[src/verilog/quant_coef_pkg.sv]
////////////////////////////////////////////////////////////
// coefficient package for the JPEG quantizer
// widths of DCT coefficients, magnitudes and block average,
// and the 8x8 block geometry
////////////////////////////////////////////////////////////

package quant_coef_pkg;

   localparam int COEF_W    = 13; // signed coefficient in and out
   localparam int MAG_W     = 12; // magnitude after sign split
   localparam int DC_W      = 9;  // signed block average
   localparam int DC_SHIFT  = 3;  // average is scaled up before the add
   localparam int BLOCK_LEN = 64; // 8x8 block
   localparam int POS_W     = 6;  // position inside a block

   typedef logic signed [COEF_W-1:0] coef_t;
   typedef logic        [MAG_W-1:0]  mag_t;
   typedef logic        [POS_W-1:0]  pos_t;
   typedef logic signed [DC_W-1:0]   dc_t;

endpackage

[src/verilog/zigzag_order.sv]
////////////////////////////////////////////////////////////
// zigzag addressing for the reorder buffer
// turns the column-major coefficient index into its JPEG
// zigzag position and registers it with data and strobe
////////////////////////////////////////////////////////////

`timescale 1ns/1ps

module zigzag_order (
   input  logic                  clk,
   input  logic                  i_arst_n,
   input  logic                  i_qv,   // quantized value strobe
   input  quant_coef_pkg::pos_t  i_idx,  // column-major index
   input  quant_coef_pkg::coef_t i_qdo,  // quantized value
   output logic                  o_we,   // reorder buffer write
   output quant_coef_pkg::pos_t  o_wa,   // zigzag position
   output quant_coef_pkg::coef_t o_wd    // data to write
);

   import quant_coef_pkg::*;

   logic [8*POS_W-1:0] zz_row; // zigzag numbers of one row, column 7 leftmost
   pos_t               zz_pos;

   // row of a column-major index is its low 3 bits
   always_comb begin
      case (i_idx[2:0])
         3'd0: zz_row = {6'd28, 6'd27, 6'd15, 6'd14, 6'd6,  6'd5,  6'd1,  6'd0};
         3'd1: zz_row = {6'd42, 6'd29, 6'd26, 6'd16, 6'd13, 6'd7,  6'd4,  6'd2};
         3'd2: zz_row = {6'd43, 6'd41, 6'd30, 6'd25, 6'd17, 6'd12, 6'd8,  6'd3};
         3'd3: zz_row = {6'd53, 6'd44, 6'd40, 6'd31, 6'd24, 6'd18, 6'd11, 6'd9};
         3'd4: zz_row = {6'd54, 6'd52, 6'd45, 6'd39, 6'd32, 6'd23, 6'd19, 6'd10};
         3'd5: zz_row = {6'd60, 6'd55, 6'd51, 6'd46, 6'd38, 6'd33, 6'd22, 6'd20};
         3'd6: zz_row = {6'd61, 6'd59, 6'd56, 6'd50, 6'd47, 6'd37, 6'd34, 6'd21};
         3'd7: zz_row = {6'd63, 6'd62, 6'd58, 6'd57, 6'd49, 6'd48, 6'd36, 6'd35};
         default: zz_row = '0;
      endcase
   end

   assign zz_pos = zz_row[i_idx[5:3]*POS_W +: POS_W]; // column picks the entry

   always_ff @(posedge clk or negedge i_arst_n) begin
      if (!i_arst_n) begin
         o_we <= 1'b0;
      end else begin
         o_we <= i_qv; // strobe follows the registered address
      end
   end

   always_ff @(posedge clk) begin
      o_wa <= zz_pos;
      o_wd <= i_qdo;
   end

endmodule
[config.mk]
export PLATFORM = sky130hd
export DESIGN_NAME = zigzag_order
export DESIGN_NICKNAME = d
export VERILOG_FILES = /design/src/verilog/quant_coef_pkg.sv /design/src/verilog/zigzag_order.sv
export SDC_FILE = /design/constraint.sdc
export NUM_CORES = 1
export LEC_CHECK = 0
export ABC_AREA = 1
export BUFFER_PORTS_ARGS = -buffer_cell sky130_fd_sc_hd__buf_2
export CAP_MARGIN = 30
export CORE_MARGIN = 2
export CORE_UTILIZATION = 52
export DETAILED_ROUTE_END_ITERATION = 10
export HOLD_SLACK_MARGIN = 0.03
export PLACE_DENSITY = 0.91
export SLEW_MARGIN = 20
export SYNTH_ARGS = -nofsm -noshare
export SYNTH_HDL_FRONTEND = slang
export SYNTH_SLANG_ARGS = --single-unit
[constraint.sdc]
create_clock -name clk -period 0.85 [get_ports clk]
set_input_delay 0.17 -clock clk [delete_from_list [all_inputs] [get_ports clk]]
set_output_delay 0.17 -clock clk [all_outputs]
set_load 0.005 [all_outputs]
**Word-level counts from Yosys, hierarchy flattened**

Memory sizes are Yosys's and may differ from the RTL's.
Cells that the tools add are included.

- Multiply operators: 1
- Shifts and indexed selects: 1

Operators by type and width:

| kind | number |
|---|---|
| $shiftx 48x7->6 | 1 |
| $mul 3x2->5 const B | 1 |

- Input bits: 22
- Memories: 1
- Register bits: 20
- Logic and storage cells: 6
- Bits in read-only memories: 384

Memories:

| name | depth | bits a word | read ports | clocked after Yosys merged registers in | write ports | line | RTL |
|---|---|---|---|---|---|---|---|
| (no name shown) | 8 | 48 | 1 | 0 | 0 | zigzag_order.sv:27 | `case (i_idx[2:0])` |

**Logic depth before layout (Yosys ltp)**

- Depth in word-level cells: 2
- Mapped depth: 10

**Worst setup path after synthesis**

OpenSTA, ideal clock, no wires.

- Kind: input port to flip-flop
- Start point: input port i_idx[1]
- End point: register o_wa[2]
- Arrival time: 1.047 ns
- Cell stages on the path: 10
- Library setup time: 0.112 ns
- Required time: 0.738 ns
- Setup slack: -0.309 ns
- Path through: inv_1 -> ha_1 -> inv_1 -> nand2_4 -> nand2_1 -> nand2_1 -> nand2_1 -> nand2_1 -> nand2_1 -> nand2_1

- Longest elaborated chain between the ends: 2

Ends and longest elaborated chain:

| what | line | RTL |
|---|---|---|
| start: declaration | zigzag_order.sv:13 | `input quant_coef_pkg::pos_t i_idx,` |
| $mem_v2 8x48 | -- |  |
| $shiftx 48x7->6 | zigzag_order.sv:40 | `assign zz_pos = zz_row[i_idx[5:3]*POS_W +: POS_W];` |
| named net zz_pos[2] | zigzag_order.sv:23 | `pos_t zz_pos;` |
| end signal: assignment | zigzag_order.sv:51 | `o_wa <= zz_pos;` |
| end: declaration | zigzag_order.sv:16 | `output quant_coef_pkg::pos_t o_wa,` |

The timed path passes the listed nets, and every way through them passes these cells.

**Final worst setup path**

- Start point: input port i_idx[1]
- End point: register o_wa[3]

Same word-level chain as after synthesis.

==> run metrics <==
outcome finished, violations left; failing checks setup timing; H-tree depth 1; ant diodes 0; MaxCap Viol Count 0; final total power 2.77 mW; fin util 90.9%; yosys synthesis warning count 0; Setup TNS Final -3.13 ns; vias in the first global route 1641; Power Dens Cells 1400 mW/mm^2; CP startpoint kind input port; Port Buffers 41; Yosys reg bits 20; Clock transition at path regs 0.14 ns; syn_nets 202; Post-synth top cells 69 x nand2_1, 31 x nand3_1, 19 x dfxtp_1; main flop type after synthesis dfxtp_1; drt first pass iters 5; area grow syn2layout 69.0%; hold_sp i_idx[5]; Setup WS post-layout -0.307 ns; cell accounting for the most synthesized area dfxtp_1; Slowest cell on crit path ha_4; final hold viol count 0; share of layout cells above drive strength 1 45.9%; core region area 0.00217 mm^2; die width 51.4 um; Fmax 865 MHz; fin crit period 1.16 ns; nets 275; final period utilization 136%; HP Class in2reg; Root Buffer clkbuf_4; non-filler cells, final 272; die area 0.00264 mm^2; Worst Setup EP o_wa[3]; Total Routed Length 6.13 mm; DR DRC count 0; CTS Sinks 20; Starting Density 53.8%; final setup fails 26; Synth Instances 172; pre-CTS worst setup slack -0.466 ns; area after detailed placement 0.00153 mm^2; CP Cell Sequence buf_8, clkinvlp_4, buf_4, ha_4, nand2_4, nand2_1, nand2_1, nand2_1, nand2_1, nand2_1, nand2_1, nand2_1; top cells by area, synth dfxtp_1 33%, nand2_1 22%, nand3_1 13%; Critical path origin i_idx[1]; TritonCTS Buffers 3; WL per Instance 22.5 um; Post-DP HPWL 2.58 mm; num rows 17; Avg Inst Size Synth 6.79 um^2; Crit path required time 1.05 ns; GPL Wtd Cong 1.02; clk buf depth 2; most used cell, CP nand2_1; largest net degree at the start of global routing 13; fill cell count 80; max-slew violations 0; sequential fraction of the synthesis area 34.7%; CTS tree done; overall fraction of global-route tracks in use 41.5%; first-pass GRT wire length 7.94 mm; vias per inst 6.51; WHS Path Cells 3; Tightest Pin Transition 0.449 ns; VDD IR max 1.12 mV; crit path max fanout 4; Syn Std Cell Area 0.00117 mm^2; io pins 42; initial drt markers 154; WS Path Type in2reg; Overflow after GRT 0; WHS 0.171 ns; cell area after layout 0.00197 mm^2; Post-synth EDFFs 0; Routed Antenna Nets 0; RSZ-0062 raised after global routing true; Leak 1.01 nW; Worst setup EP type flip-flop; unique cell type count in the Yosys netlist 20; Via Count 1772; top-area cell type share of the netlist area 32.6%; die height 51.4 um; crit path DAT 1.36 ns; fraction of registers with async set or reset after synthesis 5.00%; max incr delay on CP 0.17 ns; most common cell in the synthesized netlist nand2_1; dpl cells 250; Slew headroom 70.0%; initial antenna violation count 0
[final cells by class]
type	count	area, um^2	area share [%]
repair buffers	77	606	30.7
clock buffers	3	22.5	1.14
multi-input cells	131	807	40.9
inverters	12	53.8	2.73
flip-flops and latches	20	419	21.2
well taps	28	35.0	1.78
clock inverters	1	30.0	1.52
[power by group]
| group | leakage, nW | internal (mW) | total, mW | switching (mW) |
|---|---|---|---|---|
| logic | 0.814 | 0.399 | 0.917 | 0.518 |
| clock network | 0.0279 | 0.477 | 0.807 | 0.329 |
| registers | 0.172 | 1.01 | 1.04 | 0.0314 |
| total | 1.01 | 1.89 | 2.77 | 0.879 |
[routing by layer]
metal	global-route usage [%]	share of wire, %	up-vias
li1	-	-	693
met5	0	0	-
met2	73.9	44	211
met4	27.6	12	0
met1	42.3	31	779
met3	10.2	13	89
[worst max-delay path: cells and delay by family]
kind / cells / cell delay (ns)
fa+ha+maj: 1 / 0.17
simple gates: 8 / 0.65
buf+inv: 3 / 0.35
[layout by cell type (no fill, tap or decap), types with 4 or more instances in the layout]
| master | n |
|---|---|
| nand2_2 | 8 |
| inv_1 | 5 |
| nand3_1 | 27 |
| nand3_2 | 4 |
| dlygate4sd3_1 | 15 |
| buf_6 | 10 |
| buf_4 | 17 |
| nand2_1 | 61 |
| dfxtp_1 | 10 |
| dfxtp_2 | 8 |
| ha_4 | 6 |
| inv_2 | 4 |
| nand2_4 | 7 |
| buf_2 | 32 |
[worst min path at each step]
stage | to | slack [ns]
floorplan | o_we | -0.13
CTS | o_we | 0.14
detailed placement | o_we | -0.05
finish | o_wa[1] | 0.17
global route | o_we | 0.16
global placement | o_we | -0.06
[cell families (layout without fill, tap and decap cells)]
logic type               after synthesis  in the layout  synth area share, %
AO/OA/AOI/OAI                          8              8                 3.54
AND/OR/NAND/NOR                      115            115                 43.7
adder cells (fa/ha/maj)                8              8                 8.57
flip-flops                            20             20                 34.7
buffers and inverters                 21             93                 9.43
[state kept, by name, summed over array words and instances (netlist names)]
name  flops
o_wa      6
o_wd     13
o_we      1
[what timing repair did]
action,in CTS,in global routing
endpoints found under the setup margin,26,26
pin swaps,23,3
hold buffers,15,0
hold endpoints to repair,15,0
resized for setup,34,25
buffers inserted,4,1
Power figures use the tool's default switching activity.
