<file path="src/verilog/quant_coef_pkg.sv">
////////////////////////////////////////////////////////////
// coefficient package for the JPEG quantizer
// widths of DCT coefficients, magnitudes and block average,
// and the 8x8 block geometry
////////////////////////////////////////////////////////////

package quant_coef_pkg;

   localparam int COEF_W    = 13; // signed coefficient in and out
   localparam int MAG_W     = 12; // magnitude after sign split
   localparam int DC_W      = 9;  // signed block average
   localparam int DC_SHIFT  = 3;  // average is scaled up before the add
   localparam int BLOCK_LEN = 64; // 8x8 block
   localparam int POS_W     = 6;  // position inside a block

   typedef logic signed [COEF_W-1:0] coef_t;
   typedef logic        [MAG_W-1:0]  mag_t;
   typedef logic        [POS_W-1:0]  pos_t;
   typedef logic signed [DC_W-1:0]   dc_t;

endpackage

</file>
<file path="src/verilog/reorder_buffer.sv">
////////////////////////////////////////////////////////////
// zigzag reorder buffer
// paged coefficient memory, one page filled in zigzag order
// while the previous one is read out sequentially
////////////////////////////////////////////////////////////

`timescale 1ns/1ps

module reorder_buffer #(
   parameter int NUM_PAGES_LOG = 1 // log2 of the number of pages
) (
   input  logic                  clk,
   input  logic                  i_arst_n,
   input  logic                  i_we,   // write strobe
   input  quant_coef_pkg::pos_t  i_wa,   // zigzag position
   input  quant_coef_pkg::coef_t i_wd,   // quantized value
   output logic                  o_ds,   // block start, one ahead of o_dv
   output logic                  o_dv,   // output valid
   output quant_coef_pkg::coef_t o_do    // coefficient in zigzag order
);

   import quant_coef_pkg::*;

   localparam int   DEPTH    = BLOCK_LEN << NUM_PAGES_LOG;
   localparam pos_t LAST_POS = pos_t'(BLOCK_LEN - 1);

   coef_t                    mem [DEPTH];
   logic [NUM_PAGES_LOG-1:0] wpage;   // page being filled
   logic [NUM_PAGES_LOG-1:0] rpage;   // page being read
   pos_t                     ra;      // read position
   logic                     rd_run;  // read address valid this cycle
   logic                     wr_last; // last position of a block written

   // zigzag position 63 is always the final write of a block
   assign wr_last = i_we && (i_wa == LAST_POS);

   always_ff @(posedge clk or negedge i_arst_n) begin
      if (!i_arst_n) begin
         wpage  <= '0;
         rpage  <= '0;
         ra     <= '0;
         rd_run <= 1'b0;
         o_ds   <= 1'b0;
         o_dv   <= 1'b0;
      end else begin
         o_ds <= wr_last;
         o_dv <= rd_run; // data comes a cycle after its address
         if (wr_last) begin
            rpage  <= wpage; // hand the full page to the reader
            wpage  <= wpage + NUM_PAGES_LOG'(1);
            ra     <= '0;
            rd_run <= 1'b1;
         end else if (rd_run) begin
            ra <= ra + pos_t'(1);
            if (ra == LAST_POS) begin
               rd_run <= 1'b0;
            end
         end
      end
   end

   always_ff @(posedge clk) begin
      if (i_we) begin
         mem[{wpage, i_wa}] <= i_wd;
      end
   end

   // read only while a page is being emitted
   always_ff @(posedge clk) begin
      if (rd_run) begin
         o_do <= mem[{rpage, ra}];
      end
   end

endmodule

</file>
<file path="config.mk">
export PLATFORM = sky130hd
export DESIGN_NAME = reorder_buffer
export DESIGN_NICKNAME = d
export VERILOG_FILES = /design/src/verilog/quant_coef_pkg.sv /design/src/verilog/reorder_buffer.sv
export SDC_FILE = /design/constraint.sdc
export NUM_CORES = 2
export LEC_CHECK = 0
export BUFFER_PORTS_ARGS = -buffer_cell sky130_fd_sc_hd__buf_2
export CORE_MARGIN = 3
export CORE_UTILIZATION = 35
export CTS_CLUSTER_DIAMETER = 80
export CTS_CLUSTER_SIZE = 24
export DETAILED_ROUTE_END_ITERATION = 7
export HOLD_SLACK_MARGIN = 0.15
export PLACE_DENSITY_LB_ADDON = 0.08
export SLEW_MARGIN = 10
export SYNTH_ARGS = -nofsm -noshare
export SYNTH_HDL_FRONTEND = slang
export SYNTH_SLANG_ARGS = --single-unit
export TNS_END_PERCENT = 30
</file>
<file path="constraint.sdc">
create_clock -name clk -period 3 [get_ports clk]
set_clock_uncertainty 0.15 [all_clocks]
set_input_delay 0.45 -clock clk [delete_from_list [all_inputs] [get_ports clk]]
set_output_delay 0.45 -clock clk [all_outputs]
set_load 0.005 [all_outputs]
</file>
After elaboration in Yosys (flattened, before gate mapping)

Memories as Yosys holds them, arrays and structs flattened. A register that Yosys moved wholly into a read port is not among the register bits.
Cells that the tools add are included.
W data, S select, Z words.

Bits in writable memories: 1664
Flip-flop bits (word level): 11
Word-level logic and storage cells: 20
Bits in latches: 0
Memories: 1
Bits of input ports: 22
ROM bits: 0

Memory list:

| name | depth | width | read ports | clocked after Yosys merged registers in | wr ports | RTL line             | text |
|---|---|---|---|---|---|---|---|
| mem  | 128   | 13    | 1          | 1                                       | 1        | reorder_buffer.sv:27 | `coef_t mem [DEPTH];` |

Add/sub/neg operators: 2
Order comparisons: 0
Reductions and logical operators: 2
Div/mod/pow operators: 0
Multipliers: 0
Muxes and demuxes: 7
Equal/unequal tests: 2
Bitwise logic cells: 0
Shift-type cells: 0

Operators by type and width:

| cell                  | count |
|---|---|
| $eq A6 B6 Y1 const B  | 2 |
| $mux W6               | 2 |
| $add A6 B1 Y6 const B | 1 |
| $mux W1               | 5 |
| $reduce_bool A2 Y1    | 1 |
| $add A1 B1 Y1 const B | 1 |
| $logic_and A1 B1 Y1   | 1 |

Logic depth before layout (Yosys ltp)

Depth after elaboration: 4
Mapped depth: 11

Worst setup path after synthesis

OpenSTA, ideal clock, no wires.

Path type: flip-flop to flip-flop
Start: reg ra[0]
End: reg o_do[2], read port of mem, data pin
Setup time: 0.261 ns
Arrival: 2.104 ns
Period minus slack after synthesis: 2.515 ns
Buffers on the path: 3
Cell stages (with the launch flop): 8
Slack: 0.485 ns
Cells stage by stage: dfrtp_1 buf_6 buf_6 buf_2 mux4_2 a2111oi_0 a211oi_1 o32a_1

RTL lines:

| what                   | RTL line             | text |
|---|---|---|
| start, declared        | reorder_buffer.sv:30 | `pos_t ra;` |
| start signal, assigned | reorder_buffer.sv:54 | `ra <= ra + pos_t'(1);` |
| end, declared          | reorder_buffer.sv:19 | `output quant_coef_pkg::coef_t o_do` |

==> flow_metrics.py <==
metrics = {
    "floorplan": {
        "die_w_microns": 437.6,
        "io_pins": 37,
        "die_h_microns": 437.6,
        "fp.coreArea_sq_mm": 0.1841,
        "die_area_sq_mm": 0.1915,
        "start_util_pct": 35.42,
        "placementRows": 157,
    },
    "synth": {
        "ys_warn_count": 0,
        "synth_edf_count": 1677,
        "syn_avg_cell_area_sq_um": 21.32,
        "synth_fp_nets": 3081,
        "netlist_area_sq_mm": 0.06520,
        "synth_cells": 3058,
        "synth_ff_type": "edfxtp_1",
        "synth_cell_types": 59,
        "ys_seq_elements": 1688,
        "yosysSeqAreaShare_pct": 77.66,
        "synth-async-reset-ratio_pct": 0.6517,
    },
    "sta": {
        "rsz0062_at_grt": "true",
        "min_period_ns": 3.064,
        "slew_headroom_pct": 34.23,
        "slew_viol_final": 0,
        "post-route-period-util_pct": 102.1,
        "setup_viol": 9,
        "worst_pin_slew_ns": 0.9865,
        "fmax_ghz": 0.3263,
        "final_hold_viol_count": 0,
        "setup_tns_ns": -0.3095,
        "worst_slack_ns": -0.06442,
    },
    "worst_setup_path": {
        "worstSetupPathType": "flip-flop to flip-flop",
        "cp_data_required_time_ns": 3.36,
        "arrival_ns": 3.42,
        "endpoint_kind": "flip-flop",
        "worstSetupStartpointType": "flip-flop",
        "cp_max_fo": 8,
    },
    "route": {
        "wl_microns": 196700,
        "dr.pass1.iters": 7,
        "route.detailed.drc": 0,
        "viasPerCell": 5.405,
        "wl_per_cell_microns": 32.04,
        "num_vias": 33180,
        "first_iter_violations": 3389,
        "ant_nets": 0,
    },
    "grt": {
        "grt_pass1_wl_microns": 275500,
        "grt_usage_pct": 20.49,
        "grt-ovfl-total": 0,
        "antenna_found_initial": 13,
        "grt_start_max_net_pins": 129,
        "first_global_vias": 33980,
    },
    "placement": {
        "numPortBuffers": 36,
        "place.gp.congestion": 0.8186,
        "hpwlAfterDp_microns": 127900,
        "placed_area_sq_mm": 0.07201,
    },
    "clocking": {
        "cts_sinks": 1688,
        "numCtsBuffers": 102,
        "cts_tree": "built",
        "clk_pin_slew_ns": 0.09,
        "clock_latency_ns": 0.77,
        "htree_num_levels": 3,
        "cts_buffer_depth": 3,
        "cts.root.buffer_cell": "clkbuf_16",
    },
    "power_and_ir_drop": {
        "peakVddDrop_mv": 0.4822,
        "p_leak_uw": 0.02478,
        "power_density_mw_per_mm2": 862.3,
    },
    "run_status": {
        "violations": "negative setup slack",
        "outcome": "complete, but fails checks",
    },
    "flow_run": {
        "maxCapViolations": 0,
    },
    "layout": {
        "area_growth_syn_to_layout_pct": 17.57,
        "drive_above_1_share_pct": 31.81,
        "final_cell_area_sq_mm": 0.07665,
        "fin_nets": 3610,
    },
    "hold_path": {
        "hp-class": "input pin to flip-flop",
    },
}
==> metal layers <==
metal | routed length (microns) | track usage, %
met1 | 86790 | 29.16
met2 | 96540 | 33.97
met3 | 9201 | 2.129
met4 | 4146 | 4.930
met5 | 12 | 0
==> Yosys cell counts (3+ instances only) <==
cell	count	area, sq um
edfxtp_1	1677	50360
mux4_2	313	7049
mux2i_1	231	2312
nor2_1	154	578.1
a22oi_1	62	465.5
buf_2	51	255.2
clkbuf_1	50	187.7
nand2_1	49	183.9
a21oi_1	48	240.2
buf_4	38	285.3
a211oi_1	37	277.8
o22ai_1	35	219.0
buf_6	30	337.8
mux2_2	28	315.3
o221ai_1	28	245.2
a22o_1	27	236.5
nand3_1	25	125.1
nor2b_1	20	125.1
a31oi_1	13	81.33
o21ai_0	13	65.06
dfrtp_1	11	275.3
o211ai_1	10	75.07
o32a_1	10	100.1
a2111oi_0	8	70.07
a221oi_1	7	61.31
and2_1	6	37.54
inv_1	6	22.52
nand3b_1	6	45.04
nand2b_1	5	31.28
a211o_1	4	35.03
a2bb2oi_1	4	35.03
o22a_1	4	35.03
a2111oi_2	3	45.04
a221o_1	3	30.03
buf_1	3	11.26
nand4_1	3	18.77
o2111ai_1	3	26.28
o311a_1	3	30.03
or3b_2	3	26.28
==> worst paths after layout <==
path                                         from               endpoint  slack (ns)  depth (start not counted)
worst max register to register  ra[0]$_DFFE_PN0P_      o_do[2]$_DFFE_PP_       -0.06                         10
worst max-delay path            ra[0]$_DFFE_PN0P_      o_do[2]$_DFFE_PP_       -0.06                         10
min in group asynchronous                i_arst_n      wpage$_DFFE_PN0P_        0.81                          3
worst min-delay path                     i_wd[11]  mem[49][11]$_DFFE_PP_        0.19                          1
worst min register to register  ra[4]$_DFFE_PN0P_      ra[4]$_DFFE_PN0P_        0.64                          2
max in group asynchronous                i_arst_n      ra[3]$_DFFE_PN0P_        1.20                          3
==> state kept, by name (all words and copies together) (netlist names) <==
| signal | flops |
|---|---|
| rpage | 1 |
| ra | 6 |
| mem | 1664 |
| o_do | 13 |
| o_ds | 1 |
| wpage | 1 |
| o_dv | 1 |
| rd_run | 1 |
==> through the flow <==
step / total power [uW] / hold slack (ns) / worst slack (ns) / util (%) / std cells
4_1_cts: 66540 / 0.1554 / -0.05873 / 41.51 / 6122
3_3_place_gp: 49530 / 0.2715 / -0.8164 / 39.12 / 5896
3_5_place_dp: 49590 / 0.2730 / -0.8059 / 39.12 / 5896
6_report: 66090 / 0.1945 / -0.06442 / 41.64 / 6138
2_1_floorplan: 38800 / 0.004409 / 0.4851 / - / 3058
5_1_grt: 68590 / 0.1856 / -0.1367 / 41.63 / 6131
==> critical path: stages, from the launching register on <==
cell and delay (ns):
dfrtp_4 0.55, buf_16 0.20, buf_4 0.17, buf_12 0.12, buf_4 0.13, mux4_2 0.41, a22o_1 0.27, a2111oi_4 0.21
buf_6 0.18, a211oi_4 0.07, o32a_1 0.30
==> layout make-up <==
type | instances | area, sq um
antenna | 9 | 22.52
clock buffer | 112 | 2600
clock inverter | 70 | 918.4
fill | 16110 | 107400
inverter | 6 | 26.28
multi-input combinational | 1190 | 13830
sequential | 1688 | 50650
tap | 2464 | 3083
timing repair buffer | 599 | 5515
==> cell usage in the layout, fill, tap and decap left out, types with 45 or more instances in the layout <==
cell type,count
edfxtp_1,1677
buf_4,469
mux4_2,313
mux2i_1,228
nor2_1,152
clkbuf_16,102
buf_12,60
a22oi_1,59
nand2_1,49
a21oi_1,45
==> cell families after synthesis <==
group                      synth area share, %
DFF                                      77.66
muxes                                    14.84
AOI/OAI and AO/OA                        3.760
and+or+nand+nor                          1.912
buffers and inverters                    1.748
xor gates and xnor gates               0.05375
adders and majority gates              0.01919
==> repair_timing <==
item | in CTS | in global routing
resized for setup | 86 | 36
cloned | 2 | 0
endpoints found under the hold margin | 470 | 0
setup buffers | 24 | 8
hold buffers | 18 | 0
pin swaps | 12 | 8
setup endpoints to repair | 13 | 13
==> report_power, final <==
part | total (uW) | internal, uW | switching, uW
logic | 23800 | 10800 | 13000
registers | 26600 | 26200 | 400
clock network | 15700 | 7080 | 8570
Note: power is estimated with default switching activity, not from simulation.
