==> config.mk <==
export PLATFORM = sky130hd
export DESIGN_NAME = quant_datapath
export DESIGN_NICKNAME = d
export VERILOG_FILES = /design/src/verilog/quant_coef_pkg.sv /design/src/verilog/quant_table_pkg.sv /design/src/verilog/quant_datapath.sv
export SDC_FILE = /design/constraint.sdc
export NUM_CORES = 1
export LEC_CHECK = 0
export ABC_AREA = 1
export BUFFER_PORTS_ARGS = -buffer_cell sky130_fd_sc_hd__buf_4
export CAP_MARGIN = 20
export CORE_MARGIN = 5
export CORE_UTILIZATION = 63
export CTS_CLUSTER_SIZE = 40
export DETAILED_ROUTE_END_ITERATION = 8
export PLACE_DENSITY = 0.89
export SLEW_MARGIN = 10
export SYNTH_ARGS = -nofsm -noshare
export SYNTH_HDL_FRONTEND = slang
export SYNTH_SLANG_ARGS = --single-unit
==> constraint.sdc <==
create_clock -name clk -period 6.3 [get_ports clk]
set_clock_uncertainty 0.1 [all_clocks]
set_input_delay 0.63 -clock clk [delete_from_list [all_inputs] [get_ports clk]]
set_output_delay 0.63 -clock clk [all_outputs]
set_load 0.05 [all_outputs]
==> src/verilog/quant_coef_pkg.sv <==
////////////////////////////////////////////////////////////
// coefficient package for the JPEG quantizer
// widths of DCT coefficients, magnitudes and block average,
// and the 8x8 block geometry
////////////////////////////////////////////////////////////

package quant_coef_pkg;

   localparam int COEF_W    = 13; // signed coefficient in and out
   localparam int MAG_W     = 12; // magnitude after sign split
   localparam int DC_W      = 9;  // signed block average
   localparam int DC_SHIFT  = 3;  // average is scaled up before the add
   localparam int BLOCK_LEN = 64; // 8x8 block
   localparam int POS_W     = 6;  // position inside a block

   typedef logic signed [COEF_W-1:0] coef_t;
   typedef logic        [MAG_W-1:0]  mag_t;
   typedef logic        [POS_W-1:0]  pos_t;
   typedef logic signed [DC_W-1:0]   dc_t;

endpackage

==> src/verilog/quant_table_pkg.sv <==
////////////////////////////////////////////////////////////
// quantization table package
// entry width, table select and table memory addressing
////////////////////////////////////////////////////////////

package quant_table_pkg;

   localparam int QCOEF_W     = 16; // multiplier, all 16 bits fractional
   localparam int TSEL_W      = 3;  // quality select
   localparam int TABLE_IDX_W = 4;  // {quality, luma/chroma}
   // table index sits above the entry number
   localparam int TADDR_W     = TABLE_IDX_W + quant_coef_pkg::POS_W;

   typedef logic [QCOEF_W-1:0] qcoef_t;
   typedef logic [TADDR_W-1:0] taddr_t;
   typedef logic [TSEL_W-1:0]  tsel_t;

endpackage

==> src/verilog/quant_datapath.sv <==
////////////////////////////////////////////////////////////
// quantizer arithmetic pipeline
// restores the block average on coefficient 0, splits sign
// and magnitude, scales by the table entry with rounding to
// nearest and puts the sign back, 4 cycles input to output
////////////////////////////////////////////////////////////

`timescale 1ns/1ps

module quant_datapath (
   input  logic                    clk,
   input  logic                    i_arst_n,
   input  logic                    i_start,  // first coefficient of a block
   input  quant_coef_pkg::coef_t   i_di,     // column-major DCT output
   input  quant_coef_pkg::dc_t     i_dc,     // block average, valid with i_start
   input  quant_table_pkg::tsel_t  i_tsel,   // quality select, valid with i_start
   input  logic                    i_ctype,  // luma/chroma, valid with i_start
   input  quant_table_pkg::qcoef_t i_q,      // table entry from memory
   output quant_table_pkg::taddr_t o_ra,     // table read address
   output logic                    o_qv,     // quantized value strobe
   output quant_coef_pkg::coef_t   o_qdo,    // quantized coefficient
   output quant_coef_pkg::pos_t    o_idx     // its column-major index
);

   import quant_coef_pkg::*;
   import quant_table_pkg::*;

   localparam int                PROD_W   = MAG_W + QCOEF_W;
   localparam logic [PROD_W-1:0] ROUND_HALF = PROD_W'(1) << (QCOEF_W - 1);
   localparam pos_t              LAST_POS = pos_t'(BLOCK_LEN - 1);

   // stage 1, input register
   coef_t d1;
   dc_t   dc1;        // average, nonzero only next to coefficient 0
   logic  start_s1;   // start delayed to line up with d1
   logic [TABLE_IDX_W-1:0] tidx_s1; // table index caught at i_start
   // stage 2, average restored
   coef_t d2;
   pos_t  cnt;        // coefficient number of d2
   logic  run_s2;
   logic [TABLE_IDX_W-1:0] tidx_s2; // switches only when the new block reaches d2
   // stage 3, sign and magnitude next to the table entry
   logic  sign_s3;
   mag_t  mag_s3;
   logic  vld_s3;
   pos_t  idx_s3;
   // scaled magnitude
   logic [PROD_W-1:0] prod;
   mag_t              r;

   always_ff @(posedge clk or negedge i_arst_n) begin
      if (!i_arst_n) begin
         start_s1 <= 1'b0;
         tidx_s1  <= '0;
         tidx_s2  <= '0;
         cnt      <= '0;
         run_s2   <= 1'b0;
         vld_s3   <= 1'b0;
         o_qv     <= 1'b0;
      end else begin
         start_s1 <= i_start;
         if (i_start) begin
            tidx_s1 <= {i_tsel, i_ctype}; // component flag is the lsb
         end
         if (start_s1) begin
            tidx_s2 <= tidx_s1;
            cnt     <= '0;
            run_s2  <= 1'b1;
         end else if (run_s2) begin
            cnt <= cnt + pos_t'(1); // wraps to 0 after the last one
            if (cnt == LAST_POS) begin
               run_s2 <= 1'b0;
            end
         end
         vld_s3 <= run_s2;
         o_qv   <= vld_s3;
      end
   end

   // coefficient k sits at row k[2:0], column k[5:3]; tables are row-major
   assign o_ra = {tidx_s2, cnt[2:0], cnt[5:3]};

   // m*q with half an lsb added, then drop the 16 fractional bits
   assign prod = PROD_W'(mag_s3) * PROD_W'(i_q) + ROUND_HALF;
   assign r    = prod[QCOEF_W +: MAG_W];

   always_ff @(posedge clk) begin
      d1      <= i_di;
      dc1     <= i_start ? i_dc : '0;
      d2      <= d1 + (coef_t'(dc1) <<< DC_SHIFT); // average back on coefficient 0
      sign_s3 <= d2[COEF_W-1];
      mag_s3  <= d2[COEF_W-1] ? mag_t'(-d2) : mag_t'(d2);
      idx_s3  <= cnt;
      o_idx   <= idx_s3;
      // a zero result stays positive zero
      o_qdo   <= (sign_s3 && (r != '0)) ? -coef_t'(r) : coef_t'(r);
   end

endmodule

# Word level (Yosys, flattened, before mapping)
# Cells that the tools add are included.
# totals
regBits	91
output_inout_bits	30
# op_classes
mul	1
n_addsub	5
n_eq_ne	1
reduce_logical	3
n_mux	7
# op_table
op	count
28-bit by 16-bit adder with 28-bit output, second input constant	1
12-bit by 16-bit multiplier with 28-bit output	1
12-bit two-way mux	2
13-bit by 12-bit adder with 13-bit output	1
12-bit negation with 13-bit output	1
6-bit two-way mux	2
12-bit negation	1
12-bit nonzero test	1
6-bit by 1-bit adder with 6-bit output, second input constant	1
6-bit equality test, second input constant	1
1-bit two-way mux	3
2-bit nonzero test	1
1-bit logical AND	1

# Logic depth before layout (Yosys ltp)
# depth
ltp_word	5
depth_mapped	32
depth_no_buf	30

# Worst setup path before layout
# Ideal clock, no wire load.
# synth_timing
kind	input -> register
startpoint	in i_q[7]
endpoint	reg o_qdo[10]
arrival_ns	5.639
t_required_ns	6.088
setup_ns	0.112
setup_slack_ns	0.448
stages	25
path_cell_list	clkbuf_1 > nand2_1 > fa_1 > inv_1 > fa_1 > fa_1 > fa_1 > inv_1 > fa_1 > inv_1 > ha_1 > a21o_1 > a21oi_1 > nand3_1 > nand2_1 > nand2_1 > inv_1 > ha_1 > nand3_1 > nor2_1 > nand4_2 > nor2_2 > nor2_4 > nand2_1 > nand2_1
# synth_via
elab_chain_len	5
elab_cells_between_ends	6
classes_between	2 x add/sub; 1 x mul; 1 x mux; 2 x reduce/logical
# synth_rtl
item	line_no	source
from (decl)	quant_datapath.sv:18	input quant_table_pkg::qcoef_t i_q,
12-bit by 16-bit multiplier with 28-bit output *	quant_datapath.sv:84	assign prod = PROD_W'(mag_s3) * PROD_W'(i_q) + ROUND_HALF;
28-bit by 16-bit adder with 28-bit output *	quant_datapath.sv:84	
named net prod[16]	quant_datapath.sv:48	logic [PROD_W-1:0] prod;
branches (longest 2 deep; another with 12-bit negation with 13-bit output)	-	
12-bit two-way mux *	quant_datapath.sv:96	o_qdo <= (sign_s3 && (r != '0)) ? -coef_t'(r) : coef_t'(r);
to (signal assigned)	quant_datapath.sv:96	
to (decl)	quant_datapath.sv:21	output quant_coef_pkg::coef_t o_qdo,
# Mark *: on every way through the listed nets, which the timed path passes.
# A chain may end at the register's enable or synchronous reset.

# Final worst setup path
# layout_timing
startpoint	reg mag_s3[2]
endpoint	reg o_qdo[11]
# layout_via
elab_chain_len	5
elab_cells_between_ends	6
classes_between	2 x add/sub; 1 x mul; 1 x mux; 2 x reduce/logical
# layout_rtl
item	line_no	source
from (decl)	quant_datapath.sv:44	mag_t mag_s3;
from (signal assigned)	quant_datapath.sv:92	mag_s3 <= d2[COEF_W-1] ? mag_t'(-d2) : mag_t'(d2);
12-bit by 16-bit multiplier with 28-bit output *	quant_datapath.sv:84	
28-bit by 16-bit adder with 28-bit output *	quant_datapath.sv:84	
branches (longest 2 deep; another with 12-bit negation with 13-bit output)	-	
12-bit two-way mux *	quant_datapath.sv:96	
# Every way passes the cells marked *.

==> metrics.txt <==
outcome=finished clean; Synth area leaders=fa_1, dfxtp_1, nand2_1; Setup Buffers After CTS=0; root buffer cell=clkbuf_16; synthesized area=0.00995 mm²; Synth Instances=around 1300; routed len/inst=about 14 µm; Row Count=46; via count=~8200; post-route ant nets=0; Setup violations, final=0; layout cells sized above 1=0.0991; RSZ-0062 raised after global routing=no; Die Wd=between 100 and 150 µm; most frequent CP cell=nand2_1; post-layout min period=~6 ns; worst reg2reg setup slack=about 0.41 ns; first-pass GRT wire length=roughly 39000 µm; Clock Path Buffers=2; DRC viols=0; H-tree Lvls=3; Critical Path RT=roughly 6.4 ns; sequential-to-total area share from yosys stat=0.192; core region area=~0.016 mm²; CP Data Arrival Time=~6 ns; Layout area overhead=10.4%; setup TNS=0 ns; dpl hpwl=around 18000 µm; Slew HR=0.601; slowest stage delay, CP=0.70 ns; via/cell ratio=about 5.2; post-synth cell types=37; die area=0.0184 mm²; clock sink count=91; Antenna Cells=0; clk_lat worst skew=between 0.3 and 0.4 ns; initial antenna violation count=0; final wirelength=22500 µm; critical path endpoint category=flop; count of final max-slew check failures=0; Top Family by Delay on Critical Path=adder cells; drt initial violations=between 500 and 600; CP Buf/Inv Count=7; Clock transition at path regs=around 0.070 ns; max_cap viols=0; cts bufs inserted=9; drt first pass iters=5; Least-Margin Pin Slew=roughly 0.60 ns; Tightest Hold Check Type=in -> async; CP max stage cell=dfxtp_1; Yosys top cell area share=0.282; gr usage total=0.265; Post-synth EDFFs=0; GP Congestion=0.915; CP Launch Type=flop; input/output buffers=74; final hold viol count=0; synthesized flop and latch total=roughly 90; vias in the first global route=8813; total grt overflow=0; per-instance average area after synthesis=about 7.6 µm²; die span in y=between 100 and 150 µm; syn_nets=about 1600; initial core utilization=0.633; IO Count=75; nets=between 1500 and 2000; Primary FF master, synth=dfxtp_1; largest net degree at the start of global routing=19; Synth Warn #=0; PostCTS Resize Cnt=0; worst setup path class=reg -> reg; Yosys top cell by area=fa_1; CTS tree=built; hold_buf cts=0; crit path max fanout=11; Synth async-reset ratio=0.198; fin crit share=0.934; Fmax achieved=0.170 GHz
==> sequential cells by signal, indices dropped and copies added, names as in the netlist <==
register and flops:
tidx_s1 4, vld_s3 1, sign_s3 1, d1 13, d2 13, o_idx 6, mag_s3 12, cnt 6
o_qv 1, tidx_s2 4, o_qdo 13, dc1 9, idx_s3 6, start_s1 1, run_s2 1
==> through the flow <==
stage | instance area, µm² | std cells | setup WS (ns) | util | hold slack, ns
floorplan | 9950 | 1302 | 0.448 | - | 0.210
global placement | 10700 | 1562 | 0.335 | 0.681 | 0.211
detailed placement | 10700 | 1562 | 0.190 | 0.681 | 0.215
CTS | 11000 | 1578 | 0.221 | 0.698 | 0.0415
global route | 11000 | 1578 | 0.00165 | 0.699 | 0.0533
finish | 11000 | 1578 | 0.415 | 0.699 | 0.0435
==> final cells by class <==
cell class | count | area [µm²]
multi-input combinational | 813 | 6530
fill | 1215 | 4730
sequential | 91 | 1920
inverter | 357 | 1340
timing repair buffer | 85 | 638
tap | 216 | 270
clock buffer | 10 | 229
clock inverter | 6 | 48.8
==> routing by layer <==
layer	share of wire	global-route usage
met1	0.36	0.289
met2	0.51	0.477
met3	0.064	0.0412
met4	0.065	0.172
met5	0	0
==> synthesized netlist by cell type, types with 2 or more instances <==
cell        n
o21ai_0    18
nor3_2      4
nor2_4      2
ha_1       88
nand2_1   379
dfxtp_1    73
nand4_1     8
nand2_2     9
a21oi_1    31
nor2_2      4
inv_2       2
nor3b_1     2
clkbuf_1   40
inv_1     355
xnor2_1     7
fa_1      140
nor2_1     44
a21o_1      3
nand3b_1    2
dfrtp_1    18
xor2_1     19
nor3_1     10
nand3_1    28
o21ai_1     2
nor4_1      2
==> layout by cell type, fill, tap and decap left out, types with 2 or more instances in the layout <==
cell type / n
nand2_1: 379
inv_1: 355
fa_1: 140
ha_1: 88
buf_4: 85
dfxtp_1: 65
nor2_1: 44
a21oi_1: 31
nand3_1: 28
xor2_1: 19
o21ai_0: 18
dfrtp_1: 18
nor3_1: 10
nand2_2: 9
clkbuf_16: 9
nand4_1: 8
dfxtp_2: 8
xnor2_1: 7
nor2_2: 4
nor3_2: 4
a21o_1: 3
nand3b_1: 2
inv_2: 2
o21ai_1: 2
nor4_1: 2
nor2_4: 2
nor3b_1: 2
clkinvlp_4: 2
==> path summary, 6_finish.rpt <==
| check | from | to | cells after the start |
|---|---|---|---|
| min in group clk | idx_s3[5]$_DFF_P_ | o_idx[5]$_DFF_P_ | 0 |
| max in group asynchronous | i_arst_n | tidx_s1[3]$_DFFE_PN0P_ | 1 |
| worst min register to register | idx_s3[5]$_DFF_P_ | o_idx[5]$_DFF_P_ | 0 |
| worst min-delay path | i_arst_n | tidx_s2[1]$_DFFE_PN0P_ | 1 |
| worst max-delay path | mag_s3[2]$_DFF_P_ | o_qdo[11]$_DFF_P_ | 29 |
| worst max register to register | mag_s3[2]$_DFF_P_ | o_qdo[11]$_DFF_P_ | 29 |
==> cells by family after synthesis <==
logic type | Yosys count | share of synthesized area
AO/OA/AOI/OAI | 60 | 0.0337
AND/OR/NAND/NOR | 498 | 0.206
flip-flops | 91 | 0.192
adder cells (fa/ha/maj) | 228 | 0.393
buffers and inverters | 398 | 0.151
XOR/XNOR | 27 | 0.0245
Power is left out: the tool's default activity adds up to more than one toggle a clock period on the data nets, which glitch-free logic cannot reach.
